`config.mk`:
```
export PLATFORM = sky130hd
export DESIGN_NAME = search
export DESIGN_NICKNAME = d
export VERILOG_FILES = /design/src/verilog/julia_pkg.sv /design/src/verilog/search.sv /design/src/verilog/mask_gen.sv
export VERILOG_INCLUDE_DIRS = /design/src /design/src/include
export SDC_FILE = /design/constraint.sdc
export NUM_CORES = 1
export LEC_CHECK = 0
export ABC_AREA = 1
export BUFFER_PORTS_ARGS = -buffer_cell sky130_fd_sc_hd__buf_2
export CAP_MARGIN = 20
export CELL_PAD_IN_SITES_DETAIL_PLACEMENT = 1
export CELL_PAD_IN_SITES_GLOBAL_PLACEMENT = 1
export CORE_UTILIZATION = 23
export DETAILED_ROUTE_END_ITERATION = 10
export GPL_TIMING_DRIVEN = 0
export PLACE_DENSITY_LB_ADDON = 0.25
export SYNTH_ARGS = -nofsm -noshare
export SYNTH_HDL_FRONTEND = slang
export SYNTH_HIERARCHICAL = 1
export SYNTH_SLANG_ARGS = --single-unit
```
`constraint.sdc`:
```
create_clock -name clk -period 2.02 [get_ports clk]
set_input_delay 0.202 -clock clk [delete_from_list [all_inputs] [get_ports clk]]
set_output_delay 0.202 -clock clk [all_outputs]
set_load 0.005 [all_outputs]
```
`src/include/julia_config.svh`:
```
`ifndef JULIA_CONFIG_SVH
`define JULIA_CONFIG_SVH

// number of escape-time workers in the farm
`define JULIA_NUM_JULIA 4

// frame size in pixels
`define JULIA_IMG_W 8
`define JULIA_IMG_H 6

// escape count saturates here
`define JULIA_MAX_ITER 31

// Q4.12 fixed point, 16 bits signed
`define JULIA_FRAC_BITS 12

// plane coordinate of pixel (0,0): -1.5 and -1.0
`define JULIA_X0 16'shE800
`define JULIA_Y0 16'shF000

// plane step per pixel, 0.375
`define JULIA_STEP 16'sh0600

`endif
```
`src/verilog/julia_pkg.sv`:
```
package julia_pkg;

	// Q4.12 value, used for c, z and job coordinates
	typedef logic signed [15:0] coord_t;

	// full product or sum before truncation
	typedef logic signed [31:0] wide_t;

	// frame buffer address, y*IMG_W + x
	typedef logic [31:0] address_t;

	// escape count written to the frame buffer
	typedef logic [7:0] pixel_t;

	// per-worker job state
	typedef enum logic [1:0] {
		IDLE,
		ITERATE,
		HOLD
	} worker_state_t;

	// frame walker state
	typedef enum logic [1:0] {
		WAIT_START,
		ISSUE,
		DRAIN
	} dispatch_state_t;

endpackage

```
`src/verilog/search.sv`:
```
`include "julia_config.svh"

module search #(
	parameter int NUM_JULIA = `JULIA_NUM_JULIA
) (
	input  logic                    clk,
	input  logic                    n_rst,
	input  logic [NUM_JULIA*32-1:0] cataddresses,
	input  logic [NUM_JULIA*8-1:0]  catpixels,
	input  logic [NUM_JULIA-1:0]    done,
	output logic                    found,
	output julia_pkg::pixel_t       sel_data_syn,
	output julia_pkg::address_t     sel_address_syn,
	output logic [NUM_JULIA-1:0]    mask,
	output logic [NUM_JULIA-1:0]    grant
);

	julia_pkg::pixel_t   sel_data;
	julia_pkg::address_t sel_address;
	logic shift_enable;

	mask_gen #(
		.NUM_JULIA(NUM_JULIA)
	) mg (
		.clk(clk),
		.n_rst(n_rst),
		.shift_enable(shift_enable),
		.mask(mask)
	);

	// mask is one-hot, so at most one worker can match
	always_comb begin
		sel_address  = '0;
		sel_data     = '0;
		grant        = '0;
		shift_enable = 1'b1;
		for (int k = 0; k < NUM_JULIA; k++) begin
			if ((mask & done) == (NUM_JULIA'(1) << k)) begin
				sel_address  = cataddresses[k*32 +: 32];
				sel_data     = catpixels[k*8 +: 8];
				grant[k]     = 1'b1;
				// hold the mask on this worker for the match cycle
				shift_enable = 1'b0;
			end
		end
	end

	// a match becomes a write one cycle later
	always_ff @(posedge clk, negedge n_rst) begin
		if (!n_rst)
			found <= 1'b0;
		else
			found <= ~shift_enable;
	end

	always_ff @(posedge clk) begin
		sel_data_syn    <= sel_data;
		sel_address_syn <= sel_address;
	end

endmodule

```
`src/verilog/mask_gen.sv`:
```
`include "julia_config.svh"

module mask_gen #(
	parameter int NUM_JULIA = `JULIA_NUM_JULIA
) (
	input  logic                 clk,
	input  logic                 n_rst,
	input  logic                 shift_enable,
	output logic [NUM_JULIA-1:0] mask
);

	// one-hot ring starting at worker 0
	always_ff @(posedge clk, negedge n_rst) begin
		if (!n_rst) begin
			mask <= NUM_JULIA'(1);
		end else if (shift_enable) begin
			// rotate left, top bit wraps to bit 0
			mask <= {mask[NUM_JULIA-2:0], mask[NUM_JULIA-1]};
		end
	end

endmodule

```
**Word-level counts from Yosys, hierarchy flattened**

Cells that the tools add are included.
W data, S select, Z words.

- Input bits: 166
- Output and inout port bits: 49
- Word-level logic and storage cells: 26
- Bits in registers: 45

- Eq/ne operators: 4
- Mux-type cells: 16
- Bitwise logic cells: 2

Operators by type and width:

| cell | number |
|---|---|
| $mux W32 | 4 |
| $mux W8 | 4 |
| $mux W1 | 8 |
| $and A4 B4 Y4 | 1 |
| $eq A4 B1 Y1 const B | 1 |
| $eq A4 B2 Y1 const B | 1 |
| $eq A4 B3 Y1 const B | 1 |
| $eq A4 B4 Y1 const B | 1 |
| $not A1 Y1 | 1 |

**Logic depth before layout (Yosys ltp)**

Gate-level depths: netlist of run 1.

- Depth after elaboration: 7
- Depth in mapped cells: 9
- Gate-level depth less buffers: 9

**Cells and area by module**

The synthesis of run 1 kept the hierarchy.

By module, submodules not included:

| module | cells an instance | sequential area each (um^2) | instances | area each (um^2) |
|---|---|---|---|---|
| search | 298 | 825.8 | 1 | 2160.8 |
| mask_gen | 17 | 101.3 | 1 | 150.1 |

**Least setup slack after synthesis of run 1**

OpenSTA, ideal clock, no wires.

- Kind: register -> register
- From: register mg.mask[0]
- To: register mg.mask[1]
- Cell stages (with the launch flop): 10
- Slack: 0.478 ns
- Library setup time: 0.117 ns
- Arrival time: 1.426 ns
- Buffers on the path: 0
- Period minus slack after synthesis: 1.542 ns
- Data required time: 1.903 ns
- Cell sequence: dfstp_2 nand2_1 inv_2 nor2_2 nand2_1 nand2_1 nor3_1 inv_2 nand2_1 nand2_1

- Longest elaborated chain between the ends: 6
- Elaborated cells on any way between the ends: 9
- Classes of those cells: eq/ne: 4; mux: 4; bitwise: 1

Ends and longest elaborated chain:

| what | RTL line | text |
|---|---|---|
| start: declaration | mask_gen.sv:9 | `output logic [NUM_JULIA-1:0] mask` |
| start signal: assignment | mask_gen.sv:18 | `mask <= {mask[NUM_JULIA-2:0], mask[NUM_JULIA-1]};` |
| $and A4 B4 Y4 (*) | search.sv:38 | `if ((mask & done) == (NUM_JULIA'(1) << k)) begin` |
| $eq A4 B1 Y1 | search.sv:38 |  |
| $mux W1 (3 in series) | search.sv:38 |  |
| $mux W1 (*) | search.sv:38 |  |
| via shift_enable | search.sv:20 | `logic shift_enable;` |

The timed path passes the listed nets; every way through them passes the cells marked *.
A chain may end at the register's enable or synchronous reset.

**Worst setup path after layout of run 1**

- From: register mg.mask[0]
- To: output port grant[0]

- Longest elaborated chain between the ends: 3

Ends and longest elaborated chain:

| what | RTL line | text |
|---|---|---|
| $and A4 B4 Y4 | search.sv:38 |  |
| $eq A4 B1 Y1 | search.sv:38 |  |
| $mux W1 | search.sv:38 |  |
| end: declaration | search.sv:15 | `output logic [NUM_JULIA-1:0] grant` |

No other way between the ends.

==> flow_summary.html, run 1 <==
<table>
<tr><th>Metric</th><th>Value</th></tr>
<tr><th colspan="2">Final layout</th></tr>
<tr><td>Total of fill cells in the finished design</td><td>1316</td></tr>
<tr><td>Non-filler instance count after layout</td><td>671</td></tr>
<tr><td>Layout Nets</td><td>703</td></tr>
<tr><td>Final antenna diode count</td><td>0</td></tr>
<tr><td>Area occupied by multi-input gates</td><td>1200 um^2</td></tr>
<tr><td>Proportion of layout cells with a drive suffix above 1</td><td>49.6%</td></tr>
<tr><td>Sequential standard cell area</td><td>927 um^2</td></tr>
<tr><td>Synth-to-Final Area Change</td><td>58.6%</td></tr>
<tr><th colspan="2">Placed design</th></tr>
<tr><td>Detailed Place HPWL</td><td>8620 um</td></tr>
<tr><td>Worst slack at placement</td><td>0.222 ns</td></tr>
<tr><td>Count of input and output buffers</td><td>214</td></tr>
<tr><td>Routability Congestion</td><td>0.792</td></tr>
<tr><td>Inst Count DP</td><td>662</td></tr>
<tr><th colspan="2">Synthesis</th></tr>
<tr><td>Post-synth net total</td><td>481</td></tr>
<tr><td>Portion of synthesized cell area occupied by the leading cell type</td><td>34.9%</td></tr>
<tr><td>Post-synthesis area per instance</td><td>7.34 um^2</td></tr>
<tr><td>FF+latch count, synth</td><td>45</td></tr>
<tr><td>Cell taking the most area after synthesis</td><td>nand3_1</td></tr>
<tr><td>Biggest area contributors in the synthesized netlist</td><td>nand3_1 35%, dfxtp_1 35%, nand4_1 11%</td></tr>
<tr><td>Yosys synthesis warning count</td><td>6</td></tr>
<tr><td>Synth Instances</td><td>315</td></tr>
<tr><td>Fraction of the yosys area taken by sequential cells</td><td>40.1%</td></tr>
<tr><td>Post-synth cell types</td><td>15</td></tr>
<tr><td>Cell area after synthesis</td><td>2310 um^2</td></tr>
<tr><th colspan="2">GRT</th></tr>
<tr><td>Number of antenna violations at the first check in global routing</td><td>0</td></tr>
<tr><td>Vias in the first global route</td><td>3420</td></tr>
<tr><td>Overall routing resource usage</td><td>21.4%</td></tr>
<tr><td>Largest net degree at the start of global routing</td><td>14</td></tr>
<tr><td>Wire length of the first global-routing pass</td><td>17100 um</td></tr>
<tr><td>Overflow left after global routing</td><td>0</td></tr>
<tr><th colspan="2">Floorplanning</th></tr>
<tr><td>Vert. Die Dim</td><td>102 um</td></tr>
<tr><td>Core Area</td><td>9770 um^2</td></tr>
<tr><td>Effective utilization at floorplan</td><td>23.6%</td></tr>
<tr><td>Number of placement rows</td><td>36</td></tr>
<tr><td>Die width</td><td>102 um</td></tr>
<tr><td>Area enclosed by the die boundary</td><td>10500 um^2</td></tr>
<tr><td>Top-level I/O count</td><td>215</td></tr>
<tr><th colspan="2">Power</th></tr>
<tr><td>Power per cell area</td><td>464 nW/um^2</td></tr>
<tr><td>Total power</td><td>1.70 mW</td></tr>
<tr><td>Max VDD drop</td><td>0.264 mV</td></tr>
<tr><td>Leak pwr</td><td>1.93 nW</td></tr>
<tr><th colspan="2">Clock network</th></tr>
<tr><td>Number of buffers on the longest clock path</td><td>2</td></tr>
<tr><td>TritonCTS clock tree</td><td>yes</td></tr>
<tr><td>Clk Latency, worst-skew pair</td><td>0.30 ns</td></tr>
<tr><td>Number of clock buffers inserted by TritonCTS</td><td>5</td></tr>
<tr><td>Library cell used as clock root buffer</td><td>clkbuf_8</td></tr>
<tr><td>Clock edge transition at the registers on the reported setup and hold paths</td><td>0.10 ns</td></tr>
<tr><td>H-tree depth</td><td>2</td></tr>
<tr><td>TritonCTS Sinks</td><td>45</td></tr>
<tr><td>Post-CTS Setup Inserts</td><td>0</td></tr>
<tr><th colspan="2">Timing</th></tr>
<tr><td>Setup violation total in the final timing report</td><td>0</td></tr>
<tr><td>Clock Skew</td><td>0.0149 ns</td></tr>
<tr><td>Min Clock Period, post-route</td><td>1.80 ns</td></tr>
<tr><td>Relative max-transition margin</td><td>77.3%</td></tr>
<tr><td>Period utilization</td><td>89.0%</td></tr>
<tr><td>Slew @ Worst Pin</td><td>0.339 ns</td></tr>
<tr><td>Setup slack after layout</td><td>0.221 ns</td></tr>
<tr><td>Setup repair after global routing missed its margin</td><td>no</td></tr>
<tr><td>Maximum achievable frequency</td><td>556 MHz</td></tr>
<tr><td>Smallest hold slack</td><td>0.121 ns</td></tr>
<tr><td>Final-report max-slew violation count</td><td>0</td></tr>
<tr><td>Post-Route Setup TNS</td><td>0 ns</td></tr>
<tr><td>Hold violation count in the final report</td><td>0</td></tr>
<tr><th colspan="2">Worst setup path</th></tr>
<tr><td>Worst setup path category</td><td>reg2out</td></tr>
<tr><td>Critical path startpoint category</td><td>flop</td></tr>
<tr><td>CP arrival</td><td>1.60 ns</td></tr>
<tr><td>Sort of element at the end of the critical path</td><td>output port</td></tr>
<tr><td>Reg-to-reg slack, setup</td><td>0.38 ns</td></tr>
<tr><td>Worst R2R End</td><td>mg/mask[2]</td></tr>
<tr><td>Worst R2R Path Depth</td><td>9</td></tr>
<tr><td>Reg-to-reg startpoint</td><td>mg/mask[0]</td></tr>
<tr><td>Worst endpoint required time</td><td>1.82 ns</td></tr>
<tr><td>Highest fanout seen on the critical path</td><td>5</td></tr>
<tr><th colspan="2">Drt</th></tr>
<tr><td>Antenna-violating nets left</td><td>0</td></tr>
<tr><td>Sum of routed wire length over all layers</td><td>11400 um</td></tr>
<tr><td>Number of DRC violations after detailed routing</td><td>0</td></tr>
<tr><td>Violation count after the first detailed-routing iteration</td><td>93</td></tr>
<tr><td>Via count</td><td>3359</td></tr>
<tr><td>Router iterations before antenna repair</td><td>4</td></tr>
<tr><td>Vias per inst</td><td>5.01</td></tr>
<tr><td>Wire per inst</td><td>16.9 um</td></tr>
<tr><th colspan="2">Worst hold path</th></tr>
<tr><td>WHS Endpoint</td><td>sel_address_syn[8]</td></tr>
<tr><td>HP Class</td><td>in2reg</td></tr>
<tr><td>Hold Crit Depth</td><td>3</td></tr>
<tr><td>Start point of the worst min-delay path</td><td>cataddresses[8]</td></tr>
<tr><th colspan="2">Outcome</th></tr>
<tr><td>Outcome</td><td>completed</td></tr>
<tr><th colspan="2">Run</th></tr>
<tr><td>Max cap viols</td><td>0</td></tr>
</table>
==> critical path, stage by stage, from the launching register on <==
cell and delay [ns]:
dfstp_2 0.57, nand2_1 0.12, a21oi_2 0.28, nand2_1 0.15
inv_1 0.08, buf_2 0.10
==> Yosys cell counts <==
cell       n
buf_2     32
a21oi_2    1
inv_1      4
nand4_1   40
inv_2      4
nor3_1     1
nor3_2     2
nand2_2    3
nand2_1   18
nor2_2     1
dfxtp_1   40
nor2_1     3
dfstp_2    1
dfrtp_1    4
nand3_1  161
==> power by group <==
part | switching, mW | leakage, nW | internal [mW]
logic | 0.0560 | 1.49 | 0.112
registers | 0 | 0.388 | 0.888
clock network | 0.335 | 0.0542 | 0.310
==> kinds of logic (layout without fill, tap and decap cells) <==
logic type / after synthesis / in the layout / share of synthesized area, %
AOI/OAI and AO/OA: 1 / 1 / 0.379
DFF: 45 / 45 / 40.1
and+or+nand+nor: 229 / 229 / 51.3
buffers and inverters: 40 / 263 / 8.23
==> cell usage in the layout (no fill, tap or decap), drive strengths merged <==
master,Yosys,final
nand4,40,40
nand3,161,161
clkbuf,0,7
buf,32,246
clkinv,0,1
nand2,21,21
dfrtp,4,4
dfstp,1,1
nor2,4,4
a21oi,1,1
nor3,3,3
inv,8,8
dfxtp,40,40
dlygate4sd3,0,1
==> how the worst max path moves through the flow <==
stage	depth (start not counted)	slack [ns]	start	end
2_1_floorplan	9	0.48	mg/mask[0]	mg/mask[1]
3_3_place_gp	9	0.28	mg/mask[0]	mg/mask[2]
3_5_place_dp	9	0.22	mg/mask[0]	mg/mask[1]
4_1_cts	5	0.14	mg/mask[0]	grant[0]
5_1_grt	5	0.03	mg/mask[0]	grant[0]
6_report	5	0.22	mg/mask[0]	grant[0]
==> routing by layer <==
metal	GRT usage, %	up-vias	wire length [um]
met4	5.27	0	118
met5	0	-	0
met2	38.5	159	5610
li1	-	1599	-
met1	25.2	1590	4710
met3	5.54	11	930
==> flip-flops by register name, summed over array words and instances, names as in the netlist <==
register,flops
found,1
mg/mask,4
sel_address_syn,32
sel_data_syn,8
==> stage by stage <==
stage / cell area [um^2] / util [%]
3_3_place_gp: 3550 / 36.3
2_1_floorplan: 2310 / -
5_1_grt: 3660 / 37.5
4_1_cts: 3660 / 37.4
6_report: 3660 / 37.5
3_5_place_dp: 3550 / 36.3
==> area by class of cell <==
| cell class | instances | share of cell area (%) |
|---|---|---|
| repair buffers | 215 | 29.5 |
| well taps | 133 | 4.54 |
| clock buffers | 7 | 2.63 |
| flip-flops and latches | 45 | 25.3 |
| multi-input cells | 230 | 32.7 |
| plain buffers | 32 | 4.37 |
| clock inverters | 1 | 0.137 |
| inverters | 8 | 0.819 |
==> what timing repair did <==
item                                    CTS  global route
hold buffers                              1             0
resized for setup                         0             1
endpoints found under the hold margin     5             0
endpoints found under the setup margin    0             1
Note: power is estimated with default switching activity, not from simulation.
==> run 2, diff against run 1 <==
--- a/config.mk
+++ b/config.mk
@@ -6,12 +6,11 @@
 export SDC_FILE = /design/constraint.sdc
 export NUM_CORES = 1
 export LEC_CHECK = 0
-export ABC_AREA = 1
 export BUFFER_PORTS_ARGS = -buffer_cell sky130_fd_sc_hd__buf_2
 export CAP_MARGIN = 20
 export CELL_PAD_IN_SITES_DETAIL_PLACEMENT = 1
 export CELL_PAD_IN_SITES_GLOBAL_PLACEMENT = 1
-export CORE_UTILIZATION = 23
+export CORE_UTILIZATION = 24
 export DETAILED_ROUTE_END_ITERATION = 10
 export GPL_TIMING_DRIVEN = 0
 export PLACE_DENSITY_LB_ADDON = 0.25
==> run 2 against run 1 <==
Clock skew down 0.0043 ns. Register-to-register slack worse by 0.31 ns. Sequential power about the same. Clock power up 2%. Area after synthesis up 8.1%. First-iteration DRC count up 19%. Die area up 3.5%. Combinational power about the same. Non-clock buffer count up 3. Setup slack worse by 0.15 ns. Via count down 0.65%. Global-route usage down 0.50 points. Largest power group unchanged.
==> flow_summary.html, run 2 <==
<table>
<tr><th>Metric</th><th>Value</th></tr>
<tr><th colspan="2">Final layout</th></tr>
<tr><td>Final core area utilization</td><td>39.5% (+2.0 points)</td></tr>
<tr><td>Sequential standard cell area</td><td>927 um^2 (unchanged)</td></tr>
<tr><td>Synth-to-Final Area Change</td><td>56.5%</td></tr>
<tr><td>Total of fill cells in the finished design</td><td>1343 (+2.1%)</td></tr>
<tr><td>Largest registers in the final layout</td><td>sel_address_syn: 32 flops, sel_data_syn: 8 flops, mg/mask: 4 flops</td></tr>
<tr><td>Flip-flop count of the largest register, all copies and words added</td><td>32 (unchanged)</td></tr>
<tr><td>Final antenna diode count</td><td>0 (unchanged)</td></tr>
<tr><td>Reg with most FFs</td><td>sel_address_syn</td></tr>
<tr><td>Area occupied by multi-input gates</td><td>1420 um^2 (+19%)</td></tr>
<tr><td>Most common cell after layout, fill and taps aside</td><td>buf_2</td></tr>
<tr><td>Proportion of layout cells with a drive suffix above 1</td><td>43.8% (-5.8 points)</td></tr>
<tr><td>Most frequent cells in the layout</td><td>214 x buf_2, 81 x nand3_1, 44 x nand2_1, 42 x nor2_1</td></tr>
<tr><td>Design area</td><td>3910 um^2 (+6.7%)</td></tr>
<tr><td>Layout Nets</td><td>731 (+4.0%)</td></tr>
<tr><th colspan="2">Clock network</th></tr>
<tr><td>Number of buffers on the longest clock path</td><td>2 (unchanged)</td></tr>
<tr><td>Clock edge transition at the registers on the reported setup and hold paths</td><td>0.10 ns (about the same)</td></tr>
<tr><td>TritonCTS clock tree</td><td>yes</td></tr>
<tr><td>Number of clock buffers inserted by TritonCTS</td><td>5 (unchanged)</td></tr>
<tr><td>Clk Latency, worst-skew pair</td><td>0.31 ns (about the same)</td></tr>
<tr><td>TritonCTS Sinks</td><td>45 (unchanged)</td></tr>
<tr><td>H-tree depth</td><td>2 (unchanged)</td></tr>
<tr><td>Library cell used as clock root buffer</td><td>clkbuf_8</td></tr>
<tr><th colspan="2">Worst setup path</th></tr>
<tr><td>Worst R2R Path Depth</td><td>6 (-3)</td></tr>
<tr><td>Reg-to-reg slack, setup</td><td>0.07 ns (-0.31 ns)</td></tr>
<tr><td>Critical path startpoint category</td><td>flop</td></tr>
<tr><td>Endpoint of the worst setup timing path</td><td>mg/mask[1]</td></tr>
<tr><td>Highest fanout seen on the critical path</td><td>10 (+5)</td></tr>
<tr><td>Worst endpoint required time</td><td>2.22 ns (+0.40 ns)</td></tr>
<tr><td>Worst setup path category</td><td>reg2reg</td></tr>
<tr><td>Reg-to-reg startpoint</td><td>mg/mask[0]</td></tr>
<tr><td>CP Launch Point</td><td>mg/mask[0]</td></tr>
<tr><td>Sort of element at the end of the critical path</td><td>flop</td></tr>
<tr><td>Worst R2R End</td><td>mg/mask[1]</td></tr>
<tr><td>CP arrival</td><td>2.14 ns (+0.54 ns)</td></tr>
<tr><th colspan="2">Timing</th></tr>
<tr><td>Relative max-transition margin</td><td>58.2% (-19 points)</td></tr>
<tr><td>Setup violation total in the final timing report</td><td>0 (unchanged)</td></tr>
<tr><td>Period utilization</td><td>96.4% (+7.3 points)</td></tr>
<tr><td>Final-report max-slew violation count</td><td>0 (unchanged)</td></tr>
<tr><td>Smallest hold slack</td><td>0.138 ns (+0.0169 ns)</td></tr>
<tr><td>Min Clock Period, post-route</td><td>1.95 ns (+0.148 ns)</td></tr>
<tr><td>Slew @ Worst Pin</td><td>0.626 ns (+0.287 ns)</td></tr>
<tr><td>Hold violation count in the final report</td><td>0 (unchanged)</td></tr>
<tr><td>Clock Skew</td><td>0.0106 ns (-0.00426 ns)</td></tr>
<tr><td>Setup repair after global routing missed its margin</td><td>yes</td></tr>
<tr><td>Maximum achievable frequency</td><td>514 MHz (-7.6%)</td></tr>
<tr><th colspan="2">GRT</th></tr>
<tr><td>Vias in the first global route</td><td>3545 (+3.7%)</td></tr>
<tr><td>Largest net degree at the start of global routing</td><td>17 (+3)</td></tr>
<tr><td>Number of antenna violations at the first check in global routing</td><td>0 (unchanged)</td></tr>
<tr><td>Overall routing resource usage</td><td>20.9% (-0.50 points)</td></tr>
<tr><td>Wire length of the first global-routing pass</td><td>17900 um (+5.1%)</td></tr>
<tr><td>Overflow left after global routing</td><td>0 (unchanged)</td></tr>
<tr><th colspan="2">Drt</th></tr>
<tr><td>Violation count after the first detailed-routing iteration</td><td>111 (+19%)</td></tr>
<tr><td>Router iterations before antenna repair</td><td>4 (unchanged)</td></tr>
<tr><td>Wire per inst</td><td>15.9 um (-6.4%)</td></tr>
<tr><td>Sum of routed wire length over all layers</td><td>11100 um (-2.5%)</td></tr>
<tr><td>Antenna-violating nets left</td><td>0 (unchanged)</td></tr>
<tr><td>Via count</td><td>3337 (-0.65%)</td></tr>
<tr><td>Number of DRC violations after detailed routing</td><td>0 (unchanged)</td></tr>
<tr><td>Vias per inst</td><td>4.77 (-4.6%)</td></tr>
<tr><th colspan="2">Power</th></tr>
<tr><td>Power per cell area</td><td>438 nW/um^2 (-5.6%)</td></tr>
<tr><td>Total power</td><td>1.71 mW (+0.71%)</td></tr>
<tr><td>Switching share of power</td><td>23.4% (+0.37 points)</td></tr>
<tr><td>Max VDD drop</td><td>0.209 mV (-21%)</td></tr>
<tr><td>Sequential power share</td><td>51.8% (-0.4 points)</td></tr>
<tr><td>Clk network pwr share</td><td>38.5% (+0.6 points)</td></tr>
<tr><td>Switching Power</td><td>400 uW (+2.3%)</td></tr>
<tr><td>Logic gate share of total power</td><td>9.7% (-0.2 points)</td></tr>
<tr><td>Internal</td><td>1.31 mW (+0.22%)</td></tr>
<tr><td>Leak pwr</td><td>1.90 nW (-1.6%)</td></tr>
<tr><th colspan="2">Synthesis</th></tr>
<tr><td>Post-synth cell types</td><td>19 (+4)</td></tr>
<tr><td>Predominant post-synthesis flop cell</td><td>dfxtp_1</td></tr>
<tr><td>Dominant cell by count in the synthesized netlist</td><td>nand3_1</td></tr>
<tr><td>FF+latch count, synth</td><td>45 (unchanged)</td></tr>
<tr><td>Portion of synthesized cell area occupied by the leading cell type</td><td>32.0% (-2.8 points)</td></tr>
<tr><td>Cell taking the most area after synthesis</td><td>dfxtp_1</td></tr>
<tr><td>Fraction of synthesis flops using an asynchronous set or reset pin</td><td>11.1% (unchanged)</td></tr>
<tr><td>Biggest area contributors in the synthesized netlist</td><td>dfxtp_1 32%, nand3_1 16%, a21o_1 12%</td></tr>
<tr><td>Post-synthesis area per instance</td><td>7.31 um^2 (-0.41%)</td></tr>
<tr><td>Cell area after synthesis</td><td>2500 um^2 (+8.1%)</td></tr>
<tr><td>Synth Instances</td><td>342 (+8.6%)</td></tr>
<tr><td>EDFF count, synth</td><td>0 (unchanged)</td></tr>
<tr><td>Fraction of the yosys area taken by sequential cells</td><td>37.1% (-3.0 points)</td></tr>
<tr><td>Leading post-synthesis cells by instance count</td><td>81 x nand3_1, 47 x nand2_1, 42 x nor2_1, 41 x a31oi_1</td></tr>
<tr><td>Post-synth net total</td><td>508 (+5.6%)</td></tr>
<tr><td>Yosys synthesis warning count</td><td>6 (unchanged)</td></tr>
<tr><th colspan="2">Floorplanning</th></tr>
<tr><td>Effective utilization at floorplan</td><td>25.2% (+1.6 points)</td></tr>
<tr><td>Number of placement rows</td><td>36 (unchanged)</td></tr>
<tr><td>Core Area</td><td>9910 um^2 (+1.4%)</td></tr>
<tr><td>Vert. Die Dim</td><td>104 um (+1.8%)</td></tr>
<tr><td>Die width</td><td>104 um (+1.8%)</td></tr>
<tr><td>Area enclosed by the die boundary</td><td>10800 um^2 (+3.5%)</td></tr>
<tr><td>Top-level I/O count</td><td>215 (unchanged)</td></tr>
<tr><th colspan="2">Placed design</th></tr>
<tr><td>Count of input and output buffers</td><td>214 (unchanged)</td></tr>
<tr><td>Routability Congestion</td><td>0.763 (-3.6%)</td></tr>
<tr><td>Cell area after placement</td><td>3740 um^2 (+5.5%)</td></tr>
<tr><td>Detailed Place HPWL</td><td>8420 um (-2.3%)</td></tr>
<tr><th colspan="2">Run</th></tr>
<tr><td>Max cap viols</td><td>0 (unchanged)</td></tr>
<tr><th colspan="2">Worst hold path</th></tr>
<tr><td>HP Class</td><td>in2reg</td></tr>
<tr><th colspan="2">Outcome</th></tr>
<tr><td>Outcome</td><td>completed</td></tr>
</table>
==> run 2: cell count changes after synthesis, moves of 4 or more <==
cell      previous run  this run
nand3_1            161        81
a31oi_1              0        41
a21o_1               0        40
nand4_1             40         1
nor2_1               3        42
buf_2               32         1
nand2_1             18        47
clkbuf_1             0        23
buf_1                0         5
buf_6                0         5
inv_2                4         0
mux2_2               0         4
==> run 2: power by group through the flow <==
stage,logic [mW],registers (mW),clock network [mW]
after floorplan,0.00343,0.908,0
after global placement,0.163,0.908,0
after detailed placement,0.163,0.908,0
after CTS,0.167,0.888,0.695
after global routing,0.181,0.888,0.731
final,0.166,0.888,0.659
==> run 2: per-stage QoR <==
step	instances	worst slack, ns	setup TNS [ns]
2_1_floorplan	342	0.0247	0
3_3_place_gp	689	-0.289	-1.14
3_5_place_dp	689	-0.329	-1.31
4_1_cts	697	-0.0304	-0.0304
5_1_grt	699	-0.0442	-0.231
6_report	699	0.0735	0
==> run 2: cell families (layout without fill, tap and decap cells) <==
group | count (synthesis) | count (layout) | synth area share (%)
compound gates | 83 | 83 | 22.8
buf+inv | 35 | 259 | 6.81
flops | 45 | 45 | 37.1
mux | 4 | 4 | 1.80
simple gates | 175 | 175 | 31.4
==> run 2: layout make-up <==
cell class / count / area share (%)
multi-input combinational: 262 / 36.4
timing repair buffer: 218 / 28.2
sequential: 45 / 23.7
buffer: 32 / 4.74
tap: 133 / 4.26
clock buffer: 7 / 2.46
clock inverter: 1 / 0.128
inverter: 1 / 0.0960
==> run 2: routing by layer <==
layer / routed length, um / track usage [%] / share of wire, % / vias to the layer above
li1: - / - / - / 1656
met1: 4590 / 23.9 / 41 / 1517
met2: 5320 / 37.6 / 48 / 154
met3: 1030 / 6.58 / 9.3 / 10
met4: 143 / 4.80 / 1.3 / 0
met5: 0 / 0 / 0 / -
==> run 2: worst min path at each step <==
| stage | startpoint | to | slack (ns) | cells after the start |
|---|---|---|---|---|
| floorplan | n_rst | found | -0.09 | 0 |
| detailed placement | n_rst | mg/mask[2] | 0.02 | 1 |
| global placement | n_rst | mg/mask[3] | 0.02 | 1 |
| global route | cataddresses[91] | sel_address_syn[27] | 0.12 | 3 |
| CTS | cataddresses[92] | sel_address_syn[28] | 0.12 | 3 |
| finish | cataddresses[81] | sel_address_syn[17] | 0.14 | 3 |
==> run 2: repair_timing <==
item	4_1_cts	5_1_grt
gates resized for setup	16	3
buffers inserted	1	2
pin swaps	4	1
hold buffers	1	0
setup endpoints to repair	9	17
cloned	0	0
endpoints found under the hold margin	5	0
==> run 2: critical path, stage by stage, from the launching register on <==
cell and delay, ns:
dfstp_2 0.57, nand2_2 0.13, clkbuf_4 0.22, nand2_1 0.10
nand3_1 0.12, a31oi_2 0.32, mux2_2 0.37
==> run 3, diff against run 2 <==
--- a/config.mk
+++ b/config.mk
@@ -14,6 +14,7 @@
 export DETAILED_ROUTE_END_ITERATION = 10
 export GPL_TIMING_DRIVEN = 0
 export PLACE_DENSITY_LB_ADDON = 0.25
+export SETUP_SLACK_MARGIN = 0.2
 export SYNTH_ARGS = -nofsm -noshare
 export SYNTH_HDL_FRONTEND = slang
 export SYNTH_HIERARCHICAL = 1
==> run 3 against run 2 <==
First-iteration DRC count is 31% lower. Die area is the same. Combinational power hardly changed. Critical endpoint is now mg/mask[2]. Highest routed layer unchanged.
==> flow_summary.html, run 3 (synthesized netlist as in run 2, its figures left out) <==
<table>
<tr><th>Metric</th><th>Value</th></tr>
<tr><th colspan="2">GRT</th></tr>
<tr><td>Global routing usage on met3</td><td>6.27% (-0.31 points)</td></tr>
<tr><td>Number of antenna violations at the first check in global routing</td><td>0 (unchanged)</td></tr>
<tr><td>Overflow left after global routing</td><td>0 (unchanged)</td></tr>
<tr><td>Overall routing resource usage</td><td>20.6% (-0.28 points)</td></tr>
<tr><td>Met1 GRT Util</td><td>24.0% (+0.057 points)</td></tr>
<tr><td>GR met2 Demand/Resource</td><td>36.7% (-0.86 points)</td></tr>
<tr><td>Vias in the first global route</td><td>3694 (+4.2%)</td></tr>
<tr><td>Wire length of the first global-routing pass</td><td>18000 um (+0.42%)</td></tr>
<tr><td>Largest net degree at the start of global routing</td><td>14 (-3)</td></tr>
<tr><td>Most congested layer reported by global routing</td><td>met2</td></tr>
<tr><th colspan="2">Timing</th></tr>
<tr><td>Hold violation count in the final report</td><td>0 (unchanged)</td></tr>
<tr><td>Smallest hold slack</td><td>0.146 ns (+0.00775 ns)</td></tr>
<tr><td>Setup violation total in the final timing report</td><td>0 (unchanged)</td></tr>
<tr><td>Setup slack after layout</td><td>0.222 ns (+0.148 ns)</td></tr>
<tr><td>Slew @ Worst Pin</td><td>0.526 ns (-0.100 ns)</td></tr>
<tr><td>Clock Skew</td><td>0.00716 ns (-0.00344 ns)</td></tr>
<tr><td>Period utilization</td><td>89.0% (-7.3 points)</td></tr>
<tr><td>Setup repair after global routing missed its margin</td><td>yes</td></tr>
<tr><td>Relative max-transition margin</td><td>64.9% (+6.8 points)</td></tr>
<tr><td>Min Clock Period, post-route</td><td>1.80 ns (-0.148 ns)</td></tr>
<tr><td>Final-report max-slew violation count</td><td>0 (unchanged)</td></tr>
<tr><td>Maximum achievable frequency</td><td>556 MHz (+8.3%)</td></tr>
<tr><th colspan="2">Worst setup path</th></tr>
<tr><td>CP arrival</td><td>2.00 ns (-0.14 ns)</td></tr>
<tr><td>Critical path, cell by cell</td><td>and2_4 &gt; buf_8 &gt; buf_8 &gt; o21ai_2 &gt; a31oi_4 &gt; mux2_2</td></tr>
<tr><td>Worst R2R Path Depth</td><td>6 (unchanged)</td></tr>
<tr><td>Cell type of the slowest stage on the worst timing path</td><td>dfstp_2</td></tr>
<tr><td>Reg-to-reg startpoint</td><td>mg/mask[0]</td></tr>
<tr><td>CP Depth</td><td>6 (unchanged)</td></tr>
<tr><td>CP Launch Point</td><td>mg/mask[0]</td></tr>
<tr><td>Sort of element at the end of the critical path</td><td>flop</td></tr>
<tr><td>Worst setup path category</td><td>reg2reg</td></tr>
<tr><td>Kind of cell adding the most delay to the critical path</td><td>flip-flops</td></tr>
<tr><td>Critical path startpoint category</td><td>flop</td></tr>
<tr><td>Maximum single-stage delay on the critical path</td><td>0.58 ns (about the same)</td></tr>
<tr><td>Buffer and inverter count on the worst path</td><td>2 (+1)</td></tr>
<tr><td>Most numerous cell on the critical path</td><td>buf_8</td></tr>
<tr><td>Worst endpoint required time</td><td>2.22 ns (about the same)</td></tr>
<tr><td>Highest fanout seen on the critical path</td><td>7 (-3)</td></tr>
<tr><th colspan="2">Final layout</th></tr>
<tr><td>Flip-flop count of the largest register, all copies and words added</td><td>32 (unchanged)</td></tr>
<tr><td>Most frequent cells in the layout</td><td>217 x buf_2, 80 x nand3_1, 41 x nand2_1, 41 x nor2_1</td></tr>
<tr><td>Largest registers in the final layout</td><td>sel_address_syn: 32 flops, sel_data_syn: 8 flops, mg/mask: 4 flops</td></tr>
<tr><td>Reg with most FFs</td><td>sel_address_syn</td></tr>
<tr><td>Area occupied by multi-input gates</td><td>1470 um^2 (+3.4%)</td></tr>
<tr><td>Layout Nets</td><td>739 (+1.1%)</td></tr>
<tr><td>Most common cell after layout, fill and taps aside</td><td>buf_2</td></tr>
<tr><td>Final antenna diode count</td><td>0 (unchanged)</td></tr>
<tr><td>Synth-to-Final Area Change</td><td>61.6%</td></tr>
<tr><td>Final core area utilization</td><td>40.8% (+1.3 points)</td></tr>
<tr><td>Proportion of layout cells with a drive suffix above 1</td><td>47.2% (+3.4 points)</td></tr>
<tr><td>Total of fill cells in the finished design</td><td>1346 (+0.22%)</td></tr>
<tr><td>Sequential standard cell area</td><td>927 um^2 (unchanged)</td></tr>
<tr><th colspan="2">Placed design</th></tr>
<tr><td>Count of input and output buffers</td><td>214 (unchanged)</td></tr>
<tr><td>Routability Congestion</td><td>0.814 (+6.6%)</td></tr>
<tr><td>Worst slack at placement</td><td>-0.130 ns (+0.200 ns)</td></tr>
<tr><td>Detailed Place HPWL</td><td>8410 um (-0.17%)</td></tr>
<tr><th colspan="2">Drt</th></tr>
<tr><td>Violation count after the first detailed-routing iteration</td><td>77 (-31%)</td></tr>
<tr><td>Wire per inst</td><td>15.7 um (-1.1%)</td></tr>
<tr><td>Via count</td><td>3411 (+2.2%)</td></tr>
<tr><td>Sum of routed wire length over all layers</td><td>11100 um (about the same)</td></tr>
<tr><td>Number of DRC violations after detailed routing</td><td>0 (unchanged)</td></tr>
<tr><td>Router iterations before antenna repair</td><td>4 (unchanged)</td></tr>
<tr><td>Antenna-violating nets left</td><td>0 (unchanged)</td></tr>
<tr><td>Vias per inst</td><td>4.82 (+1.1%)</td></tr>
<tr><th colspan="2">Floorplanning</th></tr>
<tr><td>Top-level I/O count</td><td>215 (unchanged)</td></tr>
<tr><td>Number of placement rows</td><td>36 (unchanged)</td></tr>
<tr><td>Die width</td><td>104 um (unchanged)</td></tr>
<tr><td>Vert. Die Dim</td><td>104 um (unchanged)</td></tr>
<tr><td>Effective utilization at floorplan</td><td>25.2% (unchanged)</td></tr>
<tr><td>Area enclosed by the die boundary</td><td>10800 um^2 (unchanged)</td></tr>
<tr><td>Core Area</td><td>9910 um^2 (unchanged)</td></tr>
<tr><th colspan="2">Clock network</th></tr>
<tr><td>H-tree depth</td><td>2 (unchanged)</td></tr>
<tr><td>Clk Latency, worst-skew pair</td><td>0.30 ns (about the same)</td></tr>
<tr><td>Number of clock buffers inserted by TritonCTS</td><td>5 (unchanged)</td></tr>
<tr><td>Library cell used as clock root buffer</td><td>clkbuf_8</td></tr>
<tr><td>TritonCTS clock tree</td><td>yes</td></tr>
<tr><td>TritonCTS Sinks</td><td>45 (unchanged)</td></tr>
<tr><td>Number of buffers on the longest clock path</td><td>2 (unchanged)</td></tr>
<tr><td>Clock edge transition at the registers on the reported setup and hold paths</td><td>0.10 ns (about the same)</td></tr>
<tr><th colspan="2">Worst hold path</th></tr>
<tr><td>Hold Crit Depth</td><td>3 (unchanged)</td></tr>
<tr><td>HP Class</td><td>in2reg</td></tr>
<tr><td>Start point of the worst min-delay path</td><td>cataddresses[91]</td></tr>
<tr><th colspan="2">Run</th></tr>
<tr><td>Max cap viols</td><td>0 (unchanged)</td></tr>
<tr><th colspan="2">Power</th></tr>
<tr><td>Power per cell area</td><td>407 nW/um^2 (-7.1%)</td></tr>
<tr><td>Leak pwr</td><td>2.00 nW (+5.2%)</td></tr>
<tr><td>Max VDD drop</td><td>0.235 mV (+12%)</td></tr>
<tr><th colspan="2">Outcome</th></tr>
<tr><td>Outcome</td><td>completed</td></tr>
</table>
[run 3: cell types whose count changed in the layout (fill, tap and decap cells not counted), sizes merged]
cell / before / now
buf: 227 / 235
clkbuf: 29 / 28
clkinv: 1 / 2
[run 3: repair_timing]
item | in CTS | in global routing
endpoints found under the setup margin | 48 | 48
setup buffers | 7 | 2
pin swaps | 3 | 5
hold buffers | 1 | 0
hold endpoints to repair | 5 | 0
gates resized for setup | 21 | 33
[run 3: routing by layer]
| metal | wire (um) | vias to the layer above |
|---|---|---|
| li1 | - | 1671 |
| met1 | 4830 | 1581 |
| met2 | 5230 | 149 |
| met3 | 907 | 10 |
| met4 | 124 | 0 |
| met5 | 0 | - |
[run 3: worst register-to-register path, delay by kind of cell (launching register included)]
family | cells | cell delay [ns]
flops | 1 | 0.58
mux | 1 | 0.36
compound gates | 2 | 0.35
buf+inv | 2 | 0.24
simple gates | 1 | 0.16
[run 3: report_power, final]
group	internal [mW]	switching, mW	total [mW]
combinational	0.115	0.0537	0.169
clock	0.242	0.345	0.587
sequential	0.888	0	0.888
total	1.24	0.399	1.64
[run 3: worst paths after layout]
check / to / slack [ns]
worst min register to register: mg/mask[3] / 0.61
worst min-delay path: sel_address_syn[27] / 0.15
worst max-delay path: mg/mask[2] / 0.22
worst max register to register: mg/mask[2] / 0.22
max in group asynchronous: mg/mask[0] / 1.58
min in group asynchronous: mg/mask[2] / 0.23
[run 3: cell type report]
cell class,instances,share of cell area [%]
inverters,1,0.0929
repair buffers,224,28.6
multi-input cells,262,36.4
flip-flops and latches,45,23.0
well taps,133,4.12
clock inverters,2,0.248
plain buffers,34,5.76
clock buffers,6,1.80
[run 3: metrics by stage]
stage | setup TNS (ns) | cells | area, um^2 | power, mW
finish | 0 | 707 | 4040 | 1.64
CTS | 0 | 705 | 3960 | 1.66
global route | 0 | 707 | 4040 | 1.72
global placement | -0.497 | 689 | 3750 | 1.07
floorplan | 0 | 342 | 2510 | 0.912
detailed placement | -0.477 | 689 | 3750 | 1.07
